--- src/design/stream_pkg.sv ---
`default_nettype none

// Byte-stream types for the bulk OUT and bulk IN endpoint sides
package stream_pkg;

  // One data byte per beat
  typedef logic [7:0] byte_t;

  // A single stream beat. Keep is dropped since every beat carries
  // exactly one valid byte.
  typedef struct packed {
    byte_t data;
    logic  last;  // Final byte of a frame
  } stream_beat_t;

endpackage  // stream_pkg

`default_nettype wire

--- src/design/mem_pkg.sv ---
`default_nettype none

// Word-memory types for the packer, controller, memory and unpacker
package mem_pkg;

  typedef logic [31:0] word_t;        // Byte 0 in the low lane
  typedef logic [1:0]  lane_count_t;  // Valid bytes in a word, minus one
  typedef logic [15:0] frame_len_t;   // Frame length in bytes

  // Word handed from the packer to the controller and memory
  typedef struct packed {
    word_t       data;
    lane_count_t count;
    logic        last;   // Word closes a frame
  } packed_word_t;

  // Read side of the controller
  typedef enum logic [1:0] {
    CTRL_IDLE,    // Waiting for a complete frame
    CTRL_FETCH,   // Read strobe to the memory
    CTRL_STREAM   // Word out, waiting for the unpacker
  } ctrl_state_t;

endpackage  // mem_pkg

`default_nettype wire

--- src/design/byte_packer.sv ---
`timescale 1ns/10ps
`default_nettype none

module byte_packer
  import stream_pkg::*;
  import mem_pkg::*;
(
  input  wire          bus_clock,
  input  wire          rst_n_i,

  input  wire          s_valid_i,
  input  wire stream_beat_t s_beat_i,
  output logic         s_ready_o,

  input  wire          space_ok_i,
  output logic         wr_en_o,
  output packed_word_t wr_word_o
);

  word_t       data_q;
  lane_count_t lane_q;
  logic        fire;
  logic        word_done;

  assign s_ready_o = space_ok_i;
  assign fire      = s_valid_i && s_ready_o;
  assign word_done = fire && (s_beat_i.last || lane_q == 2'd3);

  always_ff @(posedge bus_clock or negedge rst_n_i) begin
    if (!rst_n_i) begin
      lane_q  <= '0;
      data_q  <= '0;
      wr_en_o <= 1'b0;
    end else begin
      wr_en_o <= word_done;
      if (fire) begin
        data_q[{lane_q, 3'b000} +: 8] <= s_beat_i.data;
        lane_q <= word_done ? '0 : lane_q + 1'b1;
      end
    end
  end

  always_ff @(posedge bus_clock) begin
    if (word_done) begin
      wr_word_o.data  <= data_q;
      wr_word_o.data[{lane_q, 3'b000} +: 8] <= s_beat_i.data;
      wr_word_o.count <= lane_q;
      wr_word_o.last  <= s_beat_i.last;
    end
  end

endmodule  // byte_packer

`default_nettype wire

--- src/design/frame_store_ctrl.sv ---
`timescale 1ns/10ps
`default_nettype none

module frame_store_ctrl
  import mem_pkg::*;
#(
  parameter int SRAM_WORDS  = 64,
  parameter int FRAME_SLOTS = 4
) (
  input  wire                                bus_clock,
  input  wire                                rst_n_i,

  // Write side, from the packer
  input  wire                                wr_en_i,
  input  wire packed_word_t                  wr_word_i,
  output logic                               space_ok_o,

  // Memory ports
  output logic                               rd_en_o,
  output logic [$clog2(SRAM_WORDS)-1:0]      rd_addr_o,
  output logic [$clog2(SRAM_WORDS)-1:0]      wr_addr_o,
  input  wire word_t                         rd_word_i,

  // Read side, to the unpacker
  output logic                               rd_word_valid_o,
  output word_t                              rd_word_o,
  output lane_count_t                        rd_count_o,
  output logic                               rd_last_o,
  input  wire                                word_taken_i,

  output logic [$clog2(FRAME_SLOTS+1)-1:0]   level_o
);

  localparam int AW  = $clog2(SRAM_WORDS);
  localparam int UW  = $clog2(SRAM_WORDS + 1);
  localparam int QW  = (FRAME_SLOTS > 1) ? $clog2(FRAME_SLOTS) : 1;
  localparam int QCW = $clog2(FRAME_SLOTS + 1);

  ctrl_state_t    state_q;
  logic [AW-1:0]  wr_ptr_q;
  logic [AW-1:0]  rd_ptr_q;
  logic [UW-1:0]  used_q;        // Words written and not yet fetched
  frame_len_t     len_q [FRAME_SLOTS];
  logic [QW-1:0]  q_wr_q;
  logic [QW-1:0]  q_rd_q;
  logic [QCW-1:0] q_count_q;
  frame_len_t     open_len_q;    // Bytes of the frame still arriving
  frame_len_t     bytes_left_q;  // Bytes of the head frame not yet fetched
  frame_len_t     word_bytes;
  frame_len_t     left_m1;
  logic           push;
  logic           pop;
  logic           fetch_d_q;

  function automatic logic [AW-1:0] addr_inc(input logic [AW-1:0] a);
    return (a == AW'(SRAM_WORDS - 1)) ? '0 : a + 1'b1;
  endfunction

  function automatic logic [QW-1:0] slot_inc(input logic [QW-1:0] s);
    return (s == QW'(FRAME_SLOTS - 1)) ? '0 : s + 1'b1;
  endfunction

  assign word_bytes = frame_len_t'(wr_word_i.count) + 1'b1;
  assign left_m1    = bytes_left_q - 1'b1;
  assign push       = wr_en_i && wr_word_i.last;
  assign pop        = (state_q == CTRL_STREAM) && word_taken_i && rd_last_o;

  // A write in flight already holds its slot. The next frame may start on
  // any beat, so a full length queue also blocks.
  assign space_ok_o = ((used_q + UW'(wr_en_i)) < UW'(SRAM_WORDS)) &&
                      ((q_count_q + QCW'(push)) < QCW'(FRAME_SLOTS));

  assign rd_en_o   = (state_q == CTRL_FETCH);
  assign rd_addr_o = rd_ptr_q;
  assign wr_addr_o = wr_ptr_q;
  assign level_o   = q_count_q;

  // Write pointer and open-frame byte count
  always_ff @(posedge bus_clock or negedge rst_n_i) begin
    if (!rst_n_i) begin
      wr_ptr_q   <= '0;
      q_wr_q     <= '0;
      open_len_q <= '0;
    end else if (wr_en_i) begin
      wr_ptr_q <= addr_inc(wr_ptr_q);
      if (wr_word_i.last) begin
        q_wr_q     <= slot_inc(q_wr_q);
        open_len_q <= '0;
      end else begin
        open_len_q <= open_len_q + word_bytes;
      end
    end
  end

  always_ff @(posedge bus_clock) begin
    if (push) begin
      len_q[q_wr_q] <= open_len_q + word_bytes;  // Completed frame length
    end
  end

  always_ff @(posedge bus_clock or negedge rst_n_i) begin
    if (!rst_n_i) begin
      used_q    <= '0;
      q_count_q <= '0;
    end else begin
      used_q    <= used_q + UW'(wr_en_i) - UW'(rd_en_o);
      q_count_q <= q_count_q + QCW'(push) - QCW'(pop);
    end
  end

  // Read FSM, one word at a time from the head frame
  always_ff @(posedge bus_clock or negedge rst_n_i) begin
    if (!rst_n_i) begin
      state_q      <= CTRL_IDLE;
      rd_ptr_q     <= '0;
      q_rd_q       <= '0;
      bytes_left_q <= '0;
      rd_count_o   <= '0;
      rd_last_o    <= 1'b0;
    end else begin
      case (state_q)
        CTRL_IDLE: begin
          if (q_count_q != '0) begin
            bytes_left_q <= len_q[q_rd_q];
            state_q      <= CTRL_FETCH;
          end
        end
        CTRL_FETCH: begin
          rd_ptr_q <= addr_inc(rd_ptr_q);
          if (bytes_left_q > 16'd4) begin
            rd_count_o   <= 2'd3;
            rd_last_o    <= 1'b0;
            bytes_left_q <= bytes_left_q - 16'd4;
          end else begin
            rd_count_o   <= left_m1[1:0];  // Partial or full final word
            rd_last_o    <= 1'b1;
            bytes_left_q <= '0;
          end
          state_q <= CTRL_STREAM;
        end
        CTRL_STREAM: begin
          if (word_taken_i) begin
            if (rd_last_o) begin
              q_rd_q  <= slot_inc(q_rd_q);  // Frame fully replayed
              state_q <= CTRL_IDLE;
            end else begin
              state_q <= CTRL_FETCH;
            end
          end
        end
        default: state_q <= CTRL_IDLE;
      endcase
    end
  end

  // Data comes back the cycle after the strobe and is offered one later
  always_ff @(posedge bus_clock or negedge rst_n_i) begin
    if (!rst_n_i) begin
      fetch_d_q       <= 1'b0;
      rd_word_valid_o <= 1'b0;
    end else begin
      fetch_d_q       <= rd_en_o;
      rd_word_valid_o <= fetch_d_q;
    end
  end

  always_ff @(posedge bus_clock) begin
    if (fetch_d_q) begin
      rd_word_o <= rd_word_i;
    end
  end

endmodule  // frame_store_ctrl

`default_nettype wire

--- src/design/word_sram.sv ---
`timescale 1ns/10ps
`default_nettype none

module word_sram
  import mem_pkg::*;
#(
  parameter int SRAM_WORDS = 64
) (
  input  wire                             bus_clock,

  input  wire                             wr_en_i,
  input  wire [$clog2(SRAM_WORDS)-1:0]    wr_addr_i,
  input  wire word_t                      wr_data_i,

  input  wire                             rd_en_i,
  input  wire [$clog2(SRAM_WORDS)-1:0]    rd_addr_i,
  output word_t                           rd_data_o
);

  // Stand-in for the DDR3 store
  word_t mem_q [SRAM_WORDS];

  always_ff @(posedge bus_clock) begin
    if (wr_en_i) begin
      mem_q[wr_addr_i] <= wr_data_i;
    end
  end

  // Registered read port, data valid the cycle after rd_en_i
  always_ff @(posedge bus_clock) begin
    if (rd_en_i) begin
      rd_data_o <= mem_q[rd_addr_i];
    end
  end

endmodule  // word_sram

`default_nettype wire

--- src/design/byte_unpacker.sv ---
`timescale 1ns/10ps
`default_nettype none

module byte_unpacker
  import stream_pkg::*;
  import mem_pkg::*;
(
  input  wire               bus_clock,
  input  wire               rst_n_i,

  // Word side, from the controller
  input  wire               word_valid_i,
  input  wire word_t        word_i,
  input  wire lane_count_t  count_i,
  input  wire               last_i,
  output logic              word_taken_o,

  // Bulk IN byte stream
  output logic              m_valid_o,
  output stream_beat_t      m_beat_o,
  input  wire               m_ready_i
);

  word_t       word_q;
  lane_count_t count_q;
  lane_count_t lane_q;
  logic        last_q;
  logic        full_q;
  logic        fire;
  logic        final_lane;
  byte_t       lane_byte;

  assign final_lane   = (lane_q == count_q);
  assign fire         = full_q && m_ready_i;
  assign word_taken_o = fire && final_lane;  // Final byte of the word accepted

  assign lane_byte = word_q[{lane_q, 3'b000} +: 8];
  assign m_valid_o = full_q;
  assign m_beat_o  = '{data: lane_byte, last: last_q && final_lane};

  always_ff @(posedge bus_clock or negedge rst_n_i) begin
    if (!rst_n_i) begin
      full_q <= 1'b0;
      lane_q <= '0;
    end else if (word_valid_i) begin
      full_q <= 1'b1;  // Only arrives once the previous word is gone
      lane_q <= '0;
    end else if (fire) begin
      if (final_lane) begin
        full_q <= 1'b0;
      end else begin
        lane_q <= lane_q + 1'b1;
      end
    end
  end

  always_ff @(posedge bus_clock) begin
    if (word_valid_i) begin
      word_q  <= word_i;
      count_q <= count_i;
      last_q  <= last_i;
    end
  end

endmodule  // byte_unpacker

`default_nettype wire

--- src/design/stream_store_top.sv ---
`timescale 1ns/10ps
`default_nettype none

module stream_store_top
  import stream_pkg::*;
  import mem_pkg::*;
#(
  parameter int SRAM_WORDS  = 64,
  parameter int FRAME_SLOTS = 4
) (
  input  wire                               bus_clock,
  input  wire                               rst_n_i,

  // From the bulk OUT endpoint
  input  wire                               s_valid_i,
  input  wire stream_beat_t                 s_beat_i,
  output logic                              s_ready_o,

  // To the bulk IN endpoint
  output logic                              m_valid_o,
  output stream_beat_t                      m_beat_o,
  input  wire                               m_ready_i,

  output logic [$clog2(FRAME_SLOTS+1)-1:0]  level_o   // Complete frames held
);

  packed_word_t                    wr_word;
  logic                            wr_en;
  logic                            space_ok;
  logic                            rd_en;
  logic [$clog2(SRAM_WORDS)-1:0]   rd_addr;
  logic [$clog2(SRAM_WORDS)-1:0]   wr_addr;
  word_t                           rd_data;
  word_t                           rd_word;
  lane_count_t                     rd_count;
  logic                            rd_word_valid;
  logic                            rd_last;
  logic                            word_taken;

  byte_packer u_packer (
      .bus_clock (bus_clock),
      .rst_n_i   (rst_n_i),
      .s_valid_i (s_valid_i),
      .s_beat_i  (s_beat_i),
      .s_ready_o (s_ready_o),
      .space_ok_i(space_ok),
      .wr_en_o   (wr_en),
      .wr_word_o (wr_word)
  );

  frame_store_ctrl #(
      .SRAM_WORDS (SRAM_WORDS),
      .FRAME_SLOTS(FRAME_SLOTS)
  ) u_ctrl (
      .bus_clock      (bus_clock),
      .rst_n_i        (rst_n_i),
      .wr_en_i        (wr_en),
      .wr_word_i      (wr_word),
      .space_ok_o     (space_ok),
      .rd_en_o        (rd_en),
      .rd_addr_o      (rd_addr),
      .wr_addr_o      (wr_addr),
      .rd_word_i      (rd_data),
      .rd_word_valid_o(rd_word_valid),
      .rd_word_o      (rd_word),
      .rd_count_o     (rd_count),
      .rd_last_o      (rd_last),
      .word_taken_i   (word_taken),
      .level_o        (level_o)
  );

  word_sram #(
      .SRAM_WORDS(SRAM_WORDS)
  ) u_sram (
      .bus_clock(bus_clock),
      .wr_en_i  (wr_en),
      .wr_addr_i(wr_addr),
      .wr_data_i(wr_word.data),
      .rd_en_i  (rd_en),
      .rd_addr_i(rd_addr),
      .rd_data_o(rd_data)
  );

  byte_unpacker u_unpacker (
      .bus_clock   (bus_clock),
      .rst_n_i     (rst_n_i),
      .word_valid_i(rd_word_valid),
      .word_i      (rd_word),
      .count_i     (rd_count),
      .last_i      (rd_last),
      .word_taken_o(word_taken),
      .m_valid_o   (m_valid_o),
      .m_beat_o    (m_beat_o),
      .m_ready_i   (m_ready_i)
  );

endmodule  // stream_store_top

`default_nettype wire

--- config.mk ---
export PLATFORM = sky130hd
export DESIGN_NAME = stream_store_top
export DESIGN_NICKNAME = d
export VERILOG_FILES = /design/src/design/stream_pkg.sv /design/src/design/mem_pkg.sv /design/src/design/byte_packer.sv /design/src/design/frame_store_ctrl.sv /design/src/design/word_sram.sv /design/src/design/byte_unpacker.sv /design/src/design/stream_store_top.sv
export SDC_FILE = /design/constraint.sdc
export NUM_CORES = 2
export LEC_CHECK = 0
export BUFFER_PORTS_ARGS = -buffer_cell sky130_fd_sc_hd__buf_2
export CORE_ASPECT_RATIO = 2
export CORE_MARGIN = 5
export CORE_UTILIZATION = 50
export CTS_BUF_LIST = sky130_fd_sc_hd__clkbuf_16
export CTS_CLUSTER_DIAMETER = 100
export DETAILED_ROUTE_END_ITERATION = 10
export HOLD_SLACK_MARGIN = 0.12
export PLACE_DENSITY = 0.65
export RECOVER_POWER = 25
export SLEW_MARGIN = 30
export SYNTH_ARGS = -nofsm -noshare
export SYNTH_HDL_FRONTEND = slang
export SYNTH_SLANG_ARGS = --single-unit
--- constraint.sdc ---
create_clock -name bus_clock -period 5 [get_ports bus_clock]
set_input_delay 1 -clock bus_clock [delete_from_list [all_inputs] [get_ports bus_clock]]
set_output_delay 1 -clock bus_clock [all_outputs]
set_load 0.01 [all_outputs]
Word-level counts from Yosys, hierarchy flattened
Memories as Yosys holds them, arrays and structs flattened. A register that Yosys moved wholly into a read port is not among the register bits.
Cells that the tools add are included.
W data, S select, Z words.
{"block": "op_classes", "add_sub_neg": 15, "magnitude_cmp": 3, "eq_ne": 11, "n_shift": 3, "muxes": 26, "reduce_logical": 21}
{"op": "$mux W16", "n": 3}
{"op": "$bwmux W32", "n": 1}
{"op": "$pmux W16 S2", "n": 1}
{"op": "$shift A8 B7 Y32 const A", "n": 1}
{"op": "$shiftx A32 B6 Y8", "n": 1}
{"op": "$shiftx A8 B7 Y32", "n": 1}
{"op": "$mux W2", "n": 9}
{"op": "$add A16 B16 Y16", "n": 1}
{"op": "$gt A16 B3 Y1 const B", "n": 1}
{"op": "$sub A16 B3 Y16 const B", "n": 1}
{"op": "$add A6 B1 Y6 const B", "n": 2}
{"op": "$eq A6 B6 Y1 const B", "n": 2}
{"op": "$mux W6", "n": 2}
{"op": "$reduce_and A2 Y1", "n": 5}
{"op": "$logic_and A1 B1 Y1", "n": 9}
{"op": "$mux W1", "n": 9}
{"op": "$add A2 B1 Y2 const B", "n": 4}
{"op": "$eq A2 B2 Y1 const B", "n": 4}
{"op": "$add A7 B1 Y7", "n": 1}
{"op": "$lt A7 B7 Y1 const B", "n": 1}
{"op": "$neg A5 Y7", "n": 1}
{"op": "$sub A7 B1 Y7", "n": 1}
{"op": "$pmux W2 S3", "n": 1}
{"op": "$reduce_bool A2 Y1", "n": 3}
{"op": "13 further kinds", "n": 14}
{"block": "word_totals", "regBits": 205, "mem_bits_rw": 2112, "out_inout_bits": 14, "mem_count": 2}
{"name": "u_sram.mem_q", "depth": 64, "word_bits": 32, "read_ports": 1, "rd_ports_with_merged_regs": 1, "wr": 1, "line": "word_sram.sv:21", "text": "word_t mem_q [SRAM_WORDS];"}
{"name": "u_ctrl.len_q", "depth": 4, "word_bits": 16, "read_ports": 1, "rd_ports_with_merged_regs": 0, "wr": 1, "line": "frame_store_ctrl.sv:43", "text": "frame_len_t len_q [FRAME_SLOTS];"}

Longest topological paths before layout
{"block": "logic_depth", "ltp_word": 7, "mapped_depth": 10, "mapped_depth_nobuf": 9}

By module
A second synthesis with hierarchy kept.
{"block": "unflattened", "cells_unflattened": 4103, "area_unflattened_um2": 90247.8}
{"mod": "word_sram", "instances": 1, "cells_each": 3324, "area_per_inst_um2": 78835.6, "seq_area_each_um2": 62459.9}
{"mod": "frame_store_ctrl", "instances": 1, "cells_each": 496, "area_per_inst_um2": 6925.4, "seq_area_each_um2": 4509.3}
{"mod": "byte_packer", "instances": 1, "cells_each": 218, "area_per_inst_um2": 3039.2, "seq_area_each_um2": 1926.8}
{"mod": "byte_unpacker", "instances": 1, "cells_each": 65, "area_per_inst_um2": 1447.6, "seq_area_each_um2": 1126.1}

Worst setup path after synthesis
OpenSTA, ideal clock, no wires.
{"block": "synth_path", "path_kind": "register -> register", "startpoint": "reg u_ctrl.wr_ptr_q[1] (netlist: u_ctrl.wr_addr_o[1])", "endpoint": "mem u_sram.mem_q[39][0] (netlist name), enable pin", "t_arrival_ns": 4.055, "path_slack_ns": 0.443, "path_stages_with_launch": 5, "cell_sequence": "dfrtp_1 clkbuf_1 nand4_1 clkbuf_1 nor4_1"}
{"item": "from (decl)", "line": "frame_store_ctrl.sv:40", "text": "logic [AW-1:0] wr_ptr_q;"}
{"item": "from (signal assigned)", "line": "frame_store_ctrl.sv:85", "text": "wr_ptr_q <= addr_inc(wr_ptr_q);"}
{"item": "to (decl)", "line": "word_sram.sv:21"}
No word-level cell before the write port.

Final worst setup path
{"block": "layout_path", "startpoint": "reg u_packer.wr_en_o", "endpoint": "out s_ready_o"}
{"block": "layout_between", "elab_chain_len": 4, "elab_cells_between_ends": 6, "classes_between": "add/sub (2); order compare (2); reduce/logical (2)"}
{"item": "from (decl)", "line": "byte_packer.sv:16", "text": "output logic wr_en_o,"}
{"item": "from (signal assigned)", "line": "byte_packer.sv:35", "text": "wr_en_o <= word_done;"}
{"item": "parallel branches: the longest is 3 deep, another holds $add A7 B1 Y7"}
{"item": "$logic_and A1 B1 Y1 (*)", "line": "frame_store_ctrl.sv:70", "text": "assign space_ok_o = ((used_q + UW'(wr_en_i)) < UW'(SRAM_WORDS)) &&"}
{"item": "to (decl)", "line": "stream_store_top.sv:17", "text": "output logic s_ready_o,"}
Every way passes the cells marked *.

==> flow_metrics.env <==
export IMPL_post_dp_hpwl_mm=125
export IMPL_power_leakage_nw=27.6
export IMPL_ys_seq_elements=2349
export IMPL_synth_main_ff_cell="edfxtp_1"
export IMPL_drt_pre_antenna_iters=6
export IMPL_worst_r2r_path_depth=5
export IMPL_failed_checks="max-capacitance violations, max-slew violations"
export IMPL_tritoncts="done"
export IMPL_clock_fmax_mhz=227
export IMPL_fillCellCount=13021
export IMPL_syn_instance_count=4065
export IMPL_start_util=0.503
export IMPL_via_count=41559
export IMPL_drc=0
export IMPL_io_pin_count=27
export IMPL_avgSynthCellArea_sq_um=22.2
export IMPL_clk_latency_ns=0.83
export IMPL_cts_made_buffers=196
export IMPL_gp_congestion=0.827
export IMPL_tightestPinTransition_ns=2.98
export IMPL_critPathCaptureType="output pin"
export IMPL_ys_seq_area_frac=0.775
export IMPL_cts_setup_buffers=0
export IMPL_crit_type="register to output pin"
export IMPL_cts_htree_levels=4
export IMPL_drt_wl_total_mm=207
export IMPL_viasPerCell=6.17
export IMPL_drt_iter0_drc=3539
export IMPL_drive_gt1_frac=0.268
export IMPL_period_share=0.880
export IMPL_finalHoldViolCount=0
export IMPL_layout_common_cells="2246 x edfxtp_1, 608 x mux4_2, 202 x clkbuf_16"
export IMPL_rows=220
export IMPL_grt_remaining_overflow=0
export IMPL_grt_start_max_net_pins=124
export IMPL_yosysWarnings=0
export IMPL_syn_nets=4106
export IMPL_ctsResizeCount=0
export IMPL_worstHoldPathType="input pin to async pin"
export IMPL_relSlewSlack=-0.988
export IMPL_finalClockSkew_ns=0.0499
export IMPL_setup_viol=0
export IMPL_die_h_um=611
export IMPL_grt_pass1_wl_mm=302
export IMPL_critPathMaxFanout=24
export IMPL_cts_clk_slew_worst_paths_ns=0.07
export IMPL_rsz0062_at_grt="no"
export IMPL_syn2layout_area_growth_pct=11.6
export IMPL_pwr_density_cell_mw_per_mm2=459
export IMPL_final_nets=4294
export IMPL_yosysUniqueCellTypes=58
export IMPL_async_reset_ff_frac=0.0438
export IMPL_core_sq_mm=0.180
export IMPL_cts_root_buffer="clkbuf_16"
export IMPL_fin_tns_setup_ns=0
export IMPL_port_buffers=26
export IMPL_outcome="complete, but fails checks"
export IMPL_synth_edf_count=2246
export IMPL_holdBufCountCts=0
export IMPL_cts_sinks=2349
export IMPL_die_width_um=311
export IMPL_drv_slew=1334
export IMPL_final_antenna_net_count=0
export IMPL_fin_crit_ns=4.40
export IMPL_cap_violations=21
export IMPL_crit_path_start_kind="register"
export IMPL_rrSetupSlack_ns=1.11
export IMPL_synth_area_sq_mm=0.0904
export IMPL_placed_area_sq_mm=0.0946
export IMPL_antenna_found_initial=11
export IMPL_required_ns=4.00
export IMPL_grt_pass1_vias=43550
export IMPL_clk_path_buf_depth=4
export IMPL_globalRouteTotalUtil=0.217
export IMPL_die_area_sq_mm=0.190
export IMPL_post_drt_wl_per_cell_um=30.7
export IMPL_vdd_ir_drop_max_mv=0.415
export IMPL_layout_commonest_cell="edfxtp_1"
export IMPL_fin_area_sq_mm=0.101
export IMPL_worstPathArrival_ns=3.40
[sequential cells by signal (all words and copies together) (netlist names), 32 cells and up]
| name | count |
|---|---|
| u_ctrl.len_q | 64 |
| u_unpacker.word_q | 32 |
| u_sram.mem_q | 2048 |
| u_packer.data_q | 32 |
| u_ctrl.rd_word_o | 32 |
| u_packer.wr_word_o | 35 |
| u_sram.rd_data_o | 32 |
[cell usage after synthesis, types with 42 or more instances]
| master | count | area, sq um |
|---|---|---|
| nor2b_1 | 42 | 263 |
| buf_2 | 55 | 275 |
| inv_1 | 65 | 244 |
| nor2_1 | 134 | 503 |
| a21oi_1 | 63 | 315 |
| clkbuf_1 | 96 | 360 |
| a211oi_1 | 43 | 323 |
| o21ai_0 | 76 | 380 |
| nand2_1 | 77 | 289 |
| dfrtp_1 | 103 | 2580 |
| mux4_2 | 608 | 13700 |
| mux2i_1 | 61 | 611 |
| edfxtp_1 | 2246 | 67400 |
[through the flow]
| stage | std cells | utilization | setup WS (ns) | hold slack (ns) | total power [W] |
|---|---|---|---|---|---|
| detailed placement | 6386 | 0.526 | 1.20 | 0.405 | 0.0315 |
| floorplan | 4065 | - | 0.443 | 0.400 | 0.0288 |
| finish | 6739 | 0.561 | 0.601 | 0.199 | 0.0463 |
| global placement | 6381 | 0.525 | 1.26 | 0.402 | 0.0314 |
| global route | 6735 | 0.561 | 0.418 | 0.235 | 0.0480 |
| CTS | 6732 | 0.562 | 0.524 | 0.212 | 0.0467 |
[final timing paths]
kind | startpoint | end
setup / recovery | u_packer.wr_en_o | s_ready_o
hold / removal | rst_n_i | u_unpacker.lane_q[1]
setup reg to reg | u_packer.wr_en_o | u_sram.mem_q[26][13]
hold reg to reg | u_sram.rd_data_o[5] | u_ctrl.rd_word_o[5]
max in group asynchronous | rst_n_i | u_packer.data_q[27]
min in group bus_clock | u_sram.rd_data_o[5] | u_ctrl.rd_word_o[5]
[critical path, cell delays in order, from the launching register on]
cell and delay [ns]:
dfrtp_1 0.90, ha_1 0.33, ha_1 0.24, nand2_1 0.08
o21ai_0 0.25, and3_1 0.54, buf_2 0.23
[where the power goes]
| group | switching (W) | internal [W] | total, W |
|---|---|---|---|
| combinational | 0.00457 | 0.00376 | 0.00833 |
| clock | 0.00677 | 0.00861 | 0.0154 |
| sequential | 0.000733 | 0.0219 | 0.0226 |
[kinds of logic after synthesis]
group	share of synthesized area
XOR/XNOR	0.00320
AO/OA/AOI/OAI	0.0212
multiplexers	0.163
adder cells (fa/ha/maj)	0.00396
buffers and inverters	0.0141
AND/OR/NAND/NOR	0.0202
flip-flops	0.775
[final cells by class]
| cell class | count | area (sq um) | share of cell area |
|---|---|---|---|
| sequential | 2349 | 70000 | 0.694 |
| multi-input combinational | 1442 | 19600 | 0.195 |
| clock buffer | 202 | 5050 | 0.0501 |
| tap | 2331 | 2920 | 0.0289 |
| timing repair buffer | 199 | 1660 | 0.0164 |
| clock inverter | 144 | 1320 | 0.0131 |
| inverter | 65 | 244 | 0.00242 |
| antenna | 7 | 17.5 | 0.000174 |
[layer usage]
metal  track usage  vias up  share of wire
met2         0.420     1383           0.57
met1         0.255    22466           0.35
met3        0.0249      335          0.049
li1              -    17369              -
met4        0.0601        6          0.029
met5             0        -        0.00016
Note: power is estimated with default switching activity, not from simulation.
